## src/source/extract_pkg.sv

```systemverilog
// ======================================
// Extract stage package
// Instruction types, opcodes, field helpers and queue and credit depths
// ======================================
package extract_pkg;

	// ======================================
	// Widths with a meaning
	// ======================================
	typedef logic [31:0] ins_t;
	typedef logic [6:0]  opcode_t;
	typedef logic [4:0]  regno_t;
	typedef logic [15:0] reglist_t;
	typedef logic [3:0]  regidx_t;
	typedef logic [14:0] st_offset_t;
	typedef logic [2:0]  irq_level_t;
	typedef logic [7:0]  irq_vector_t;
	// Wide enough to count up to either depth below
	typedef logic [2:0]  credit_cnt_t;

	// Number of queue entries and of the credits fetch owns after reset
	localparam int QUEUE_DEPTH = 4;
	// Decode credits the extract mux owns after reset
	localparam int OUT_CREDITS = 4;
	localparam int QPTR_W = $clog2(QUEUE_DEPTH);
	typedef logic [QPTR_W-1:0] qptr_t;

	// Opcodes live in bits 6..0 of every word
	localparam opcode_t OP_NOP = 7'd0;
	localparam opcode_t OP_ST  = 7'd35;
	localparam opcode_t OP_STM = 7'd39;
	localparam opcode_t OP_CHK = 7'd115;
	// The nop word is all zeros
	localparam ins_t NOP_WORD = {25'd0, OP_NOP};

	function automatic opcode_t opcode_of(input ins_t ins);
		return ins[6:0];
	endfunction

	// STM holds its base register in bits 11..7 and the mask in bits 31..16
	function automatic regno_t stm_base(input ins_t ins);
		return ins[11:7];
	endfunction

	function automatic reglist_t stm_mask(input ins_t ins);
		return ins[31:16];
	endfunction

	// ST is offset in 31..17, base in 16..12 and data register in 11..7.
	// The k-th set bit of an STM mask, counted from 0 in ascending register order,
	// becomes an ST with data register equal to the bit index,
	// base equal to the STM base and offset equal to 8 times k
	function automatic ins_t make_st(input regno_t data, input regno_t base,
		input st_offset_t offset);
		return {offset, base, data, OP_ST};
	endfunction

	// CHK carries the vector in 31..24 and the level in 16..14, all else zero
	function automatic ins_t make_chk(input irq_level_t level, input irq_vector_t vector);
		return {vector, 7'd0, level, 7'd0, OP_CHK};
	endfunction

endpackage

```

## src/source/uop_if.sv

```systemverilog
// ======================================
// Micro-op link
// Carries expanded or passed-through words from the expander to the mux
// ======================================
`timescale 1ns/1ps

interface uop_if
	import extract_pkg::*;
	();

	// A word is on offer this cycle
	logic uop_valid;
	// The offered word is never an STM
	ins_t uop_ins;
	// High while a store-multiple is being unrolled
	logic reglist_active;
	// The mux registers the offered word on this cycle's edge
	logic uop_take;

	// An item is consumed when uop_valid and uop_take are both high
	modport expander_mp (
		output uop_valid,
		output uop_ins,
		output reglist_active,
		input  uop_take
	);

	modport mux_mp (
		input  uop_valid,
		input  uop_ins,
		input  reglist_active,
		output uop_take
	);

endinterface

```

## src/source/ins_queue.sv

```systemverilog
// ======================================
// Instruction queue
// Credit-controlled circular FIFO between fetch and the expander
// ======================================
`timescale 1ns/1ps

module ins_queue
	import extract_pkg::*;
	(
	input  logic clk,
	input  logic rst,
	input  logic in_valid,
	input  ins_t in_ins,
	output logic in_credit,
	output logic head_valid,
	output ins_t head_ins,
	input  logic head_pop
);

	// The count says which entries hold live words
	ins_t mem [QUEUE_DEPTH];
	qptr_t wr_ptr;
	qptr_t rd_ptr;
	credit_cnt_t count;

	// Pointers wrap on their own since the depth is a power of two
	always_ff @(posedge clk) begin
		if (rst) begin
			wr_ptr <= '0;
			rd_ptr <= '0;
			count <= '0;
			in_credit <= 1'b0;
		end else begin
			if (in_valid)
				wr_ptr <= wr_ptr + 1'b1;
			if (head_pop)
				rd_ptr <= rd_ptr + 1'b1;
			count <= count + credit_cnt_t'(in_valid) - credit_cnt_t'(head_pop);
			// Every pop frees a slot, so one credit goes back upstream
			in_credit <= head_pop;
		end
	end

	always_ff @(posedge clk) begin
		if (in_valid)
			mem[wr_ptr] <= in_ins;
	end

	// A word written at an edge is visible at the head right after it
	assign head_valid = (count != '0);
	assign head_ins = mem[rd_ptr];

	// ======================================
	// Protocol checks
	// ======================================

	// Fetch only writes while holding a credit, so a full queue never sees a write
	a_no_overrun: assert property (@(posedge clk) disable iff (rst)
		in_valid |-> (count != credit_cnt_t'(QUEUE_DEPTH)));

	// The expander only pops what is actually at the head
	a_no_underrun: assert property (@(posedge clk) disable iff (rst)
		head_pop |-> head_valid);

endmodule

```

## src/source/reglist_expander.sv

```systemverilog
// ======================================
// Register-list expander
// Unrolls STM into one ST per mask bit and passes other words through
// ======================================
`timescale 1ns/1ps

module reglist_expander
	import extract_pkg::*;
	(
	input  logic clk,
	input  logic rst,
	input  logic head_valid,
	input  ins_t head_ins,
	output logic head_pop,
	uop_if.expander_mp uop
);

	typedef enum logic {
		EXP_IDLE,
		EXP_EXPANDING
	} exp_state_t;

	exp_state_t state;
	regno_t base_q;
	reglist_t mask_q;
	// Slot k of the expansion sets the store offset
	regidx_t slot_q;
	regidx_t low_idx;
	logic head_is_stm;

	assign head_is_stm = head_valid && (opcode_of(head_ins) == OP_STM);

	// Pick the lowest remaining register of the mask
	always_comb begin
		low_idx = '0;
		for (int i = 15; i >= 0; i--) begin
			if (mask_q[i])
				low_idx = regidx_t'(i);
		end
	end

	// Plain words pass straight through and an STM is swallowed on its first head cycle
	always_comb begin
		if (state == EXP_EXPANDING) begin
			uop.uop_valid = 1'b1;
			uop.uop_ins = make_st({1'b0, low_idx}, base_q, {8'd0, slot_q, 3'd0});
			head_pop = 1'b0;
		end else begin
			uop.uop_valid = head_valid && !head_is_stm;
			uop.uop_ins = head_ins;
			head_pop = head_is_stm || (uop.uop_valid && uop.uop_take);
		end
	end

	assign uop.reglist_active = (state == EXP_EXPANDING);

	// Next state of the expansion
	always_ff @(posedge clk) begin
		if (rst) begin
			state <= EXP_IDLE;
		end else if (state == EXP_IDLE) begin
			// An empty mask leaves nothing to issue
			if (head_is_stm && (stm_mask(head_ins) != '0))
				state <= EXP_EXPANDING;
		end else if (uop.uop_take) begin
			// The store just taken was the last one when one bit was left
			if ((mask_q & (mask_q - 1'b1)) == '0)
				state <= EXP_IDLE;
		end
	end

	always_ff @(posedge clk) begin
		if (state == EXP_IDLE && head_is_stm) begin
			base_q <= stm_base(head_ins);
			mask_q <= stm_mask(head_ins);
			slot_q <= '0;
		end else if (state == EXP_EXPANDING && uop.uop_take) begin
			mask_q[low_idx] <= 1'b0;
			slot_q <= slot_q + 1'b1;
		end
	end

	// A macro instruction never leaks to the mux unexpanded
	a_no_stm_out: assert property (@(posedge clk) disable iff (rst)
		uop.uop_valid |-> (opcode_of(uop.uop_ins) != OP_STM));

endmodule

```

## src/source/irq_injector.sv

```systemverilog
// ======================================
// Interrupt injector
// Masks hardware requests and holds one pending for the mux
// ======================================
`timescale 1ns/1ps

module irq_injector
	import extract_pkg::*;
	(
	input  logic clk,
	input  logic rst,
	input  logic irq_req,
	input  irq_level_t irq_level,
	input  irq_vector_t irq_vector,
	input  irq_level_t irq_mask,
	input  logic reglist_active,
	input  logic hirq_taken,
	output logic hirq,
	output irq_level_t pend_level,
	output irq_vector_t pend_vector
);

	logic pending;
	logic accept;

	// Only a level strictly above the mask is taken, and only while idle
	assign accept = irq_req && !pending && (irq_level > irq_mask);

	always_ff @(posedge clk) begin
		if (rst)
			pending <= 1'b0;
		else if (accept)
			pending <= 1'b1;
		else if (hirq_taken)
			pending <= 1'b0;
	end

	always_ff @(posedge clk) begin
		if (accept) begin
			pend_level <= irq_level;
			pend_vector <= irq_vector;
		end
	end

	// Hold the request back until a store-multiple has fully unrolled
	assign hirq = pending && !reglist_active;

endmodule

```

## src/source/ins_extract_mux.sv

```systemverilog
// ======================================
// Extract mux
// Registers interrupt check, micro-op or nop toward decode under credits
// ======================================
`timescale 1ns/1ps

module ins_extract_mux
	import extract_pkg::*;
	(
	input  logic clk,
	input  logic rst,
	input  logic hirq,
	input  irq_level_t pend_level,
	input  irq_vector_t pend_vector,
	output logic hirq_taken,
	uop_if.mux_mp uop,
	input  logic out_credit,
	output logic out_valid,
	output ins_t out_ins
);

	credit_cnt_t credits;
	logic grant;
	logic issue;

	// Nothing moves while decode has no room
	assign grant = (credits != '0);
	assign hirq_taken = grant && hirq;
	// The interrupt wins over the micro-op stream
	assign uop.uop_take = grant && !hirq;
	assign issue = grant && (hirq || uop.uop_valid);

	always_ff @(posedge clk) begin
		if (rst) begin
			out_valid <= 1'b0;
			out_ins <= NOP_WORD;
			credits <= credit_cnt_t'(OUT_CREDITS);
		end else begin
			if (grant && hirq) begin
				out_valid <= 1'b1;
				out_ins <= make_chk(pend_level, pend_vector);
			end else if (grant && uop.uop_valid) begin
				out_valid <= 1'b1;
				out_ins <= uop.uop_ins;
			end else begin
				out_valid <= 1'b0;
				out_ins <= NOP_WORD;
			end
			// One credit spent per issue, one back per decode pulse
			credits <= credits + credit_cnt_t'(out_credit) - credit_cnt_t'(issue);
		end
	end

	// Decode never returns more credits than it was given
	a_credit_bound: assert property (@(posedge clk) disable iff (rst)
		credits <= credit_cnt_t'(OUT_CREDITS));

endmodule

```

## src/source/ins_extract_top.sv

```systemverilog
// ======================================
// Instruction extract stage top level
// Joins queue, expander, interrupt injector and extract mux
// ======================================
`timescale 1ns/1ps

module ins_extract_top
	import extract_pkg::*;
	(
	input  logic clk,
	input  logic rst,
	// Fetch side
	input  logic in_valid,
	input  ins_t in_ins,
	output logic in_credit,
	// Interrupt side
	input  logic irq_req,
	input  irq_level_t irq_level,
	input  irq_vector_t irq_vector,
	input  irq_level_t irq_mask,
	// Decode side
	output logic out_valid,
	output ins_t out_ins,
	input  logic out_credit
);

	logic head_valid;
	ins_t head_ins;
	logic head_pop;
	logic hirq;
	logic hirq_taken;
	irq_level_t pend_level;
	irq_vector_t pend_vector;

	uop_if uop_bus ();

	// ======================================
	// Datapath from fetch to decode
	// ======================================
	ins_queue queue_i (
		.clk        (clk),
		.rst        (rst),
		.in_valid   (in_valid),
		.in_ins     (in_ins),
		.in_credit  (in_credit),
		.head_valid (head_valid),
		.head_ins   (head_ins),
		.head_pop   (head_pop)
	);

	reglist_expander expander_i (
		.clk        (clk),
		.rst        (rst),
		.head_valid (head_valid),
		.head_ins   (head_ins),
		.head_pop   (head_pop),
		.uop        (uop_bus.expander_mp)
	);

	// The injector sees the expansion flag so a check never splits an STM
	irq_injector injector_i (
		.clk            (clk),
		.rst            (rst),
		.irq_req        (irq_req),
		.irq_level      (irq_level),
		.irq_vector     (irq_vector),
		.irq_mask       (irq_mask),
		.reglist_active (uop_bus.reglist_active),
		.hirq_taken     (hirq_taken),
		.hirq           (hirq),
		.pend_level     (pend_level),
		.pend_vector    (pend_vector)
	);

	ins_extract_mux mux_i (
		.clk         (clk),
		.rst         (rst),
		.hirq        (hirq),
		.pend_level  (pend_level),
		.pend_vector (pend_vector),
		.hirq_taken  (hirq_taken),
		.uop         (uop_bus.mux_mp),
		.out_credit  (out_credit),
		.out_valid   (out_valid),
		.out_ins     (out_ins)
	);

endmodule

```

## config.mk

```make
export PLATFORM = sky130hd
export DESIGN_NAME = ins_extract_top
export DESIGN_NICKNAME = d
export VERILOG_FILES = /design/src/source/extract_pkg.sv /design/src/source/uop_if.sv /design/src/source/ins_queue.sv /design/src/source/reglist_expander.sv /design/src/source/irq_injector.sv /design/src/source/ins_extract_mux.sv /design/src/source/ins_extract_top.sv
export SDC_FILE = /design/constraint.sdc
export NUM_CORES = 1
export LEC_CHECK = 0
export ABC_AREA = 1
export BUFFER_PORTS_ARGS = -buffer_cell sky130_fd_sc_hd__buf_2
export CAP_MARGIN = 20
export CORE_MARGIN = 1
export CORE_UTILIZATION = 63
export CTS_BUF_LIST = sky130_fd_sc_hd__clkbuf_4 sky130_fd_sc_hd__clkbuf_8 sky130_fd_sc_hd__clkbuf_16
export DETAILED_ROUTE_END_ITERATION = 12
export PLACE_DENSITY_LB_ADDON = 0.3
export SYNTH_ARGS = -nofsm -noshare
export SYNTH_HDL_FRONTEND = slang
export SYNTH_SLANG_ARGS = --single-unit
```

## constraint.sdc

```tcl
create_clock -name clk -period 5.4 [get_ports clk]
set_clock_uncertainty 0.2 [all_clocks]
set_input_delay 0.54 -clock clk [delete_from_list [all_inputs] [get_ports clk]]
set_output_delay 0.54 -clock clk [all_outputs]
set_load 0.03 [all_outputs]
```

After elaboration in Yosys (flattened, before gate mapping)

Memory sizes are Yosys's and may differ from the RTL's. A register that Yosys moved wholly into a read port is not among the register bits.
Index checks and enable logic that the tools add are counted.

Bits of input ports: 51
Bits in writable memories: 128
Bits in registers: 82
ROM bits: 0
Logic and storage cells: 99
Memories: 1
Output and inout bits: 34
Bits in latches: 0

Memory list:

| name        | words | width | rd ports | clocked after memory_dff | wr ports | line            | RTL |
|---|---|---|---|---|---|---|---|
| queue_i.mem | 4     | 32    | 1        | 1                        | 1        | ins_queue.sv:21 | `ins_t mem [QUEUE_DEPTH];` |

Div/mod/pow operators: 0
Magnitude comparators: 3
Mux-type cells: 37
Multiply operators: 0
Shift operators: 0
Equality and inequality tests: 1
Add/subtract/negate cells: 8
Reduce and logical (&&, ||, !) cells: 28
Bitwise logic cells: 5

Operators with widths:

| operator                | number |
|---|---|
| $mux W32                | 3 |
| $mux W4                 | 16 |
| $and A16 B16 Y16        | 2 |
| $mux W16                | 2 |
| $logic_not A16 Y1       | 1 |
| $not A16 Y16            | 1 |
| $reduce_bool A16 Y1     | 1 |
| $sub A16 B1 Y16 const B | 1 |
| $logic_and A1 B1 Y1     | 14 |
| $mux W1                 | 13 |
| $eq A7 B6 Y1 const B    | 1 |
| $add A3 B1 Y3           | 2 |
| $reduce_bool A3 Y1      | 2 |
| $sub A3 B1 Y3           | 2 |
| $lt A4 B5 Y1 const B    | 1 |
| $add A2 B1 Y2 const B   | 2 |
| $add A4 B1 Y4 const B   | 1 |
| $demux W1 S4            | 1 |
| $ge A4 B1 Y1 const B    | 1 |
| $logic_not A1 Y1        | 4 |
| $mux W2                 | 2 |
| $reduce_bool A2 Y1      | 2 |
| $reduce_or A4 Y1        | 1 |
| $gt A3 B3 Y1            | 1 |
| 3 further kinds         | 5 |

Depth between registers and ports, before layout

Gate-level depths: netlist of the first run.

Depth after elaboration: 24
Gate-level depth with buffers: 20

Hierarchy

From an unflattened synthesis of the first run, not the netlist that was laid out.

Cell total of the unflattened synthesis: 899
Area, all modules: 9165.0 um^2

By module, submodules not included:

| module           | area an instance (um^2) | seq. area each (um^2) | times used | cells an instance |
|---|---|---|---|---|
| ins_queue        | 5529.1                  | 4043.9                | 1          | 431 |
| reglist_expander | 1826.8                  | 730.7                 | 1          | 265 |
| ins_extract_mux  | 1342.5                  | 720.7                 | 1          | 170 |
| irq_injector     | 466.7                   | 350.3                 | 1          | 33 |

Worst setup path after synthesis of the first run

OpenSTA, ideal clock, no wires.

Kind: reg-to-reg
Start: register with a tool-made name
End: register queue_i.count[2]
Data arrival time: 2.402 ns
Setup slack: 2.678 ns
Required time: 5.080 ns
Library setup time: 0.120 ns
Path buffers: 2
Cell stages (with the launch flop): 19
Cells stage by stage: dfxtp_1 > buf_6 > inv_2 > buf_6 > nor2_1 > o22a_1 > nor2_1 > nand3_2 > nand2_1 > nand2_1 > inv_1 > ha_1 > inv_1 > ha_1 > inv_1 > fa_1 > xor2_1 > o21ai_0 > a21oi_1

RTL lines:

| element              | line            | RTL |
|---|---|---|
| end signal, assigned | ins_queue.sv:38 | `count <= count + credit_cnt_t'(in_valid) - credit_cnt_t'(head_pop);` |
| end, declared        | ins_queue.sv:24 | `credit_cnt_t count;` |

==> flow_summary.toml, run 1 <==
[worst_setup_path]
end_kind = "register"
arrival_ns = 3.83
worstPathRequired_ns = 5.57
startpoint_type = "register"
path_max_fanout = 56
crit_type = "reg -> reg"

[place]
port-buffer-count = 84
gp_congestion = 0.844
dpl.hpwl_um = 11700

[clocking]
root_buffer = "clkbuf_16"
clk_pin_slew_ns = 0.07
htree_levels = 1
cts_tree = "done"
cts_buffers = 22
cts_setup_buffers = 0
clk_latency_ns = 0.49
clkSinkCount = 212
clk_path_buf_depth = 3
postCtsHoldBufs = 0
cts_resized = 0

[pwr]
powerDensity_mw_per_mm2 = 523
peakVddDrop_uv = 409
power_leakage_nw = 3.93

[detailed_routing]
ant_nets = 0
wire_per_inst_um = 18.7
num_vias = 5935
drt_iter0_markers = 582
viasPerCell = 5.83
first_pass_iters = 5
drc = 0
routed_wl_um = 19000

[timing]
final.setup.tns_ns = 0
fin_crit_sh_pct = 67.7
max_slew_margin_pct = 33.7
slew_violations = 0
rsz0062_at_grt = "false"
period_needed_ns = 3.66
max_freq_mhz = 273
setup_viol = 0
tightest_slew_ns = 0.991
hold_viol = 0

[floorplanning]
coreArea_mm2 = 0.0128
die_h_um = 118
num_rows = 41
initial_core_util_pct = 65.9
dieArea_mm2 = 0.0139
die_width_um = 118
ios = 85

[yosys]
yosysWarnings = 0
synth_area_leaders = "edfxtp_1, dfxtp_1, nand2_1"
synth_nets = 808
synth_area_mm2 = 0.00845
yosysMostFrequentCell = "edfxtp_1"
synthCells = 743
ys_seq_elements = 212
synth_cell_type_count = 40
synthArstFlopShare_pct = 0
syn_area_per_cell_um2 = 11.4
synthFlopType = "edfxtp_1"
yosys.area.top_type = "edfxtp_1"
synth_commonest_cells = "edfxtp_1, nand2_1, inv_1"
ys_seq_area_share_pct = 69.2
synth_edf_count = 160
synth_top_area_share_pct = 56.9

[final_layout]
fillers = 822
drive_above_1_share_pct = 17.1
utilization_pct = 75.8
multiInputGateArea_mm2 = 0.00217
n_antenna_cell = 0
nets = 895
area_growth_pct = 15.0
seq_area_mm2 = 0.00585

[run_status]
status = "complete, no violations"

[grt]
grt_pass1_vias = 5898
grt_pass1_wl_um = 30300
grtUsageTotal_pct = 28.1
grt_antenna_before_repair = 0
grt-ovfl-total = 0
grt_max_degree = 73

[job]
cap_violations = 0

[worst_hold_path]
hold_class = "in -> reg"
## final cells by class
class | instances | share of cell area (%)
sequential | 212 | 60.2
multi-input combinational | 430 | 22.3
clock inverter | 10 | 1.08
clock buffer | 30 | 6.53
timing repair buffer | 91 | 4.87
inverter | 73 | 2.82
tap | 172 | 2.22
## through the flow
step	hold slack [ns]	area, um2	setup slack [ns]	instances	power (mW)
after CTS	0.0122	9720	1.81	1018	5.08
after detailed placement	0.249	8980	1.92	978	3.56
after global routing	0.00705	9720	1.50	1018	5.32
after floorplan	0.222	8450	2.68	743	3.15
after global placement	0.237	8980	2.08	978	3.49
final	0.0257	9720	1.74	1018	5.09
## critical path, cell delays in order, from the launching register on
cell,delay (ns)
dfxtp_2,0.32
inv_2,0.69
nand2_1,0.21
nand3_1,0.14
nand2_1,0.08
nor2_1,0.15
nand3_2,0.17
nand2_1,0.10
nand2_1,0.08
inv_1,0.15
ha_1,0.25
inv_1,0.06
ha_1,0.13
inv_1,0.05
fa_1,0.36
xor2_1,0.16
o21ai_0,0.14
a21oi_1,0.06
## path summary, 6_finish.rpt
path,cells past startpoint,end,from,slack (ns)
worst min-delay path,1,injector_i.pend_vector[6]$_DFFE_PP_,irq_vector[6],0.03
worst min register to register,2,mux_i.out_ins[27]$_SDFF_PP0_,injector_i.pend_vector[3]$_DFFE_PP_,0.26
worst max-delay path,17,queue_i.count[2]$_SDFF_PP0_,register,1.74
worst max register to register,17,queue_i.count[2]$_SDFF_PP0_,register,1.74
## cells by family after synthesis
family	Yosys count	share of synthesized area, %
compound gates	133	9.04
xor+xnor	7	0.726
fa+ha+maj	14	2.25
buf+inv	101	5.13
flops	212	69.2
mux	1	0.133
simple gates	275	13.5
## layout by cell type, fill, tap and decap left out, types with 2 or more instances in the layout
cell type    n
o22a_1       3
o221ai_1     2
clkbuf_4     6
o21ai_2      5
fa_1         2
o21ai_0     58
inv_2        4
inv_1       66
a32o_1       7
nand2_1    153
o22ai_1      7
a21oi_1     32
buf_2       84
nor3_1       7
nand3_1     40
edfxtp_1   160
nor2_1      61
nand2_2      2
clkinv_1     6
o21ai_1     13
xnor2_1      4
nand4_1      7
clkbuf_16   23
xor2_1       3
ha_1        12
dfxtp_1     51
bufinv_16    2
buf_4        7
clkinv_2     3
## where the power goes
group	leakage, nW	internal, mW	switching [mW]
clock network	0.369	0.922	0.585
logic	1.66	0.428	1.09
registers	1.89	1.97	0.0834
total	3.93	3.32	1.76
## state kept, by name (all words and copies together), names as in the netlist, named ones only
| register | count |
|---|---|
| mux_i.credits | 3 |
| mux_i.out_valid | 1 |
| expander_i.mask_q | 16 |
| expander_i.base_q | 5 |
| queue_i.count | 3 |
| injector_i.pend_vector | 8 |
| expander_i.uop.reglist_active | 1 |
| queue_i.mem | 128 |
| expander_i.slot_q | 4 |
| queue_i.rd_ptr | 2 |
| queue_i.in_credit | 1 |
| injector_i.pend_level | 3 |
| mux_i.out_ins | 32 |
| injector_i.pending | 1 |
| queue_i.wr_ptr | 2 |
## per-layer routing
metal  share of wire, %  up-vias  GRT usage [%]
li1                   -     2732              -
met1                 39     2810           38.5
met2                 49      352           46.3
met3                9.5       41           4.75
met4                2.1        0           8.57
met5                  0        -              0
Power figures use the tool's default switching activity.
==> run 2, diff against run 1 <==
Settings changed: CORE_UTILIZATION 63 to 58.
Clock period 5.4 ns to 3.71 ns, I/O delays scaled along.
==> run 2 against run 1 <==
Against the previous run:
- fmax rose by 8.7%
- hold slack better by 0.019 ns
- sequential power up 46%
- die area rose by 8.5%
- setup slack lost 1.4 ns
- first-iteration DRC count is 23% higher
- global-route usage decreased by 2.1 points
- flip-flop and latch count stayed put
- final cell count rose by 6.0%
- critical endpoint is now mux_i.credits[2]$_SDFF_PP1_
- highest routed layer unchanged
==> flow_summary.toml, run 2 (synthesis gave the netlist of run 1 again) <==
[final_layout]
largest_reg_flops = 128
area_growth_pct = 20.9
largestRegisters = "queue_i.mem (128), mux_i.out_ins (32), expander_i.mask_q (16)"
fillers = 935
utilization_pct = 72.7
layout_commonest_cell = "edfxtp_1"
layout_common_cells = "edfxtp_1, nand2_1, buf_2"
fin_area_mm2 = 0.0102
nets = 947
drive_above_1_share_pct = 16.8
top_register = "queue_i.mem"

[timing]
max_freq_mhz = 297
setup_viol = 0
final.setup.tns_ns = 0
slew_violations = 0
fin_crit_sh_pct = 90.7
max_slew_margin_pct = 47.3
hold_viol = 0
period_needed_ns = 3.36
tightest_slew_ns = 0.787
rsz0062_at_grt = "false"

[pwr]
power_leakage_nw = 4.15
power_mw = 7.41
powerDensity_mw_per_mm2 = 725
peakVddDrop_uv = 461

[worst_hold_path]
min-delay-start = "out_credit"
hold_class = "in -> reg"

[clocking]
root_buffer = "clkbuf_16"
clkSinkCount = 212
clk_path_buf_depth = 3
clk_latency_ns = 0.51
htree_levels = 1
cts_tree = "done"
cts_setup_buffers = 0
clk_pin_slew_ns = 0.06
cts_buffers = 22

[grt]
grt_antenna_before_repair = 1
grt_pass1_vias = 5768
grtUsageTotal_pct = 26.0
grt-ovfl-total = 0
grt_max_degree = 51
grt_pass1_wl_um = 29300

[detailed_routing]
drt_iter0_markers = 715
first_pass_iters = 7
drc = 0
ant_nets = 0
num_vias = 6032
routed_wl_um = 19000
wire_per_inst_um = 17.6
viasPerCell = 5.59

[job]
cap_violations = 0

[floorplanning]
coreArea_mm2 = 0.0140
num_rows = 43
ios = 85
initial_core_util_pct = 60.1
die_h_um = 123
dieArea_mm2 = 0.0150
die_width_um = 123

[worst_setup_path]
crit_type = "reg -> reg"
arrival_ns = 3.60
cpMaxStageDelayCell = "fa_1"
reg2regPathDepth = 16
worstPathRequired_ns = 3.95
path_buf_inv = 4
end_kind = "register"
cpMostUsedCell = "nand3_1"
rrSetupSlack_ns = 0.35
path_max_fanout = 22
r2r-end = "mux_i.credits[2]$_SDFF_PP1_"
crit_end = "mux_i.credits[2]$_SDFF_PP1_"
startpoint_type = "register"
max_stage_delay_ns = 0.37
cp_num_cells = 16
path_cells = "inv_2 -> buf_4 -> nand2_1 -> nand3_1 -> nand2_1 -> nor2_1 -> nand3_2 -> nand3b_1 -> nand3_1 -> ha_1 -> inv_1 -> ha_1 -> inv_1 -> fa_1 -> or2_2 -> nand3_1"
crit_family = "simple AND/OR/NAND/NOR gates"

[place]
dpl-instance-area_mm2 = 0.00904
port-buffer-count = 84
gp_congestion = 0.908
dpl.hpwl_um = 12300

[run_status]
status = "complete, no violations"
-- run 2: changes by cell type in the layout (fill, tap and decap cells not counted), sizes merged --
| cell | delta |
|---|---|
| clkinv | -4 |
| diode | +1 |
| bufinv | -2 |
| clkinvlp | +2 |
| dlygate4sd3 | +45 |
| clkbuf | +2 |
| buf | +7 |
| inv | +2 |
-- run 2: timing repair --
action                    CTS  global route
hold endpoints to repair  141             0
hold buffers               45             0
gates resized for setup     0             0
-- run 2: tightest hold or removal path, delay by kind of cell --
kind,cells,cell delay (ns)
adder cells (fa/ha/maj),1,0.13
buffers and inverters,2,0.14
AND/OR/NAND/NOR,1,0.07
-- run 2: power by group --
group | switching, mW | internal (mW) | leakage (nW)
sequential | 0.128 | 2.87 | 1.89
clock | 0.886 | 1.26 | 0.353
combinational | 1.58 | 0.684 | 1.90
-- run 2: worst min-delay path by stage --
| stage | end | cells after the start | slack (ns) |
|---|---|---|---|
| 2_1_floorplan | mux_i.out_ins[13]$_SDFF_PP0_ | 2 | 0.22 |
| 3_3_place_gp | mux_i.out_ins[28]$_SDFF_PP0_ | 2 | 0.24 |
| 3_5_place_dp | mux_i.out_ins[25]$_SDFF_PP0_ | 2 | 0.24 |
| 4_1_cts | mux_i.credits[0]$_SDFF_PP0_ | 4 | 0.03 |
| 5_1_grt | mux_i.credits[0]$_SDFF_PP0_ | 4 | 0.06 |
| 6_report | mux_i.credits[0]$_SDFF_PP0_ | 4 | 0.04 |
-- run 2: cell type report --
cell class / instances / area (um2) / area share (%)
diodes: 1 / 2.50 / 0.0245
clock buffers: 32 / 667 / 6.53
clock inverters: 8 / 51.3 / 0.502
inverters: 73 / 274 / 2.68
multi-input cells: 430 / 2170 / 21.2
flip-flops and latches: 212 / 5850 / 57.3
well taps: 180 / 225 / 2.21
repair buffers: 143 / 976 / 9.56
-- run 2: stage by stage --
stage,setup WS (ns),std cells,hold WS (ns)
2_1_floorplan,0.988,743,0.222
3_3_place_gp,0.564,993,0.240
3_5_place_dp,0.379,993,0.243
4_1_cts,0.353,1078,0.0343
5_1_grt,0.0713,1079,0.0611
6_report,0.346,1079,0.0446
-- run 2: per-layer routing --
metal | wire (um) | vias to the layer above | global-route usage (%) | part of all wire (%)
li1 | - | 2845 | - | -
met1 | 7960 | 2872 | 34.7 | 42
met2 | 9240 | 277 | 42.8 | 49
met3 | 1360 | 38 | 4.74 | 7.2
met4 | 411 | 0 | 8.99 | 2.2
met5 | 0 | - | 0 | 0
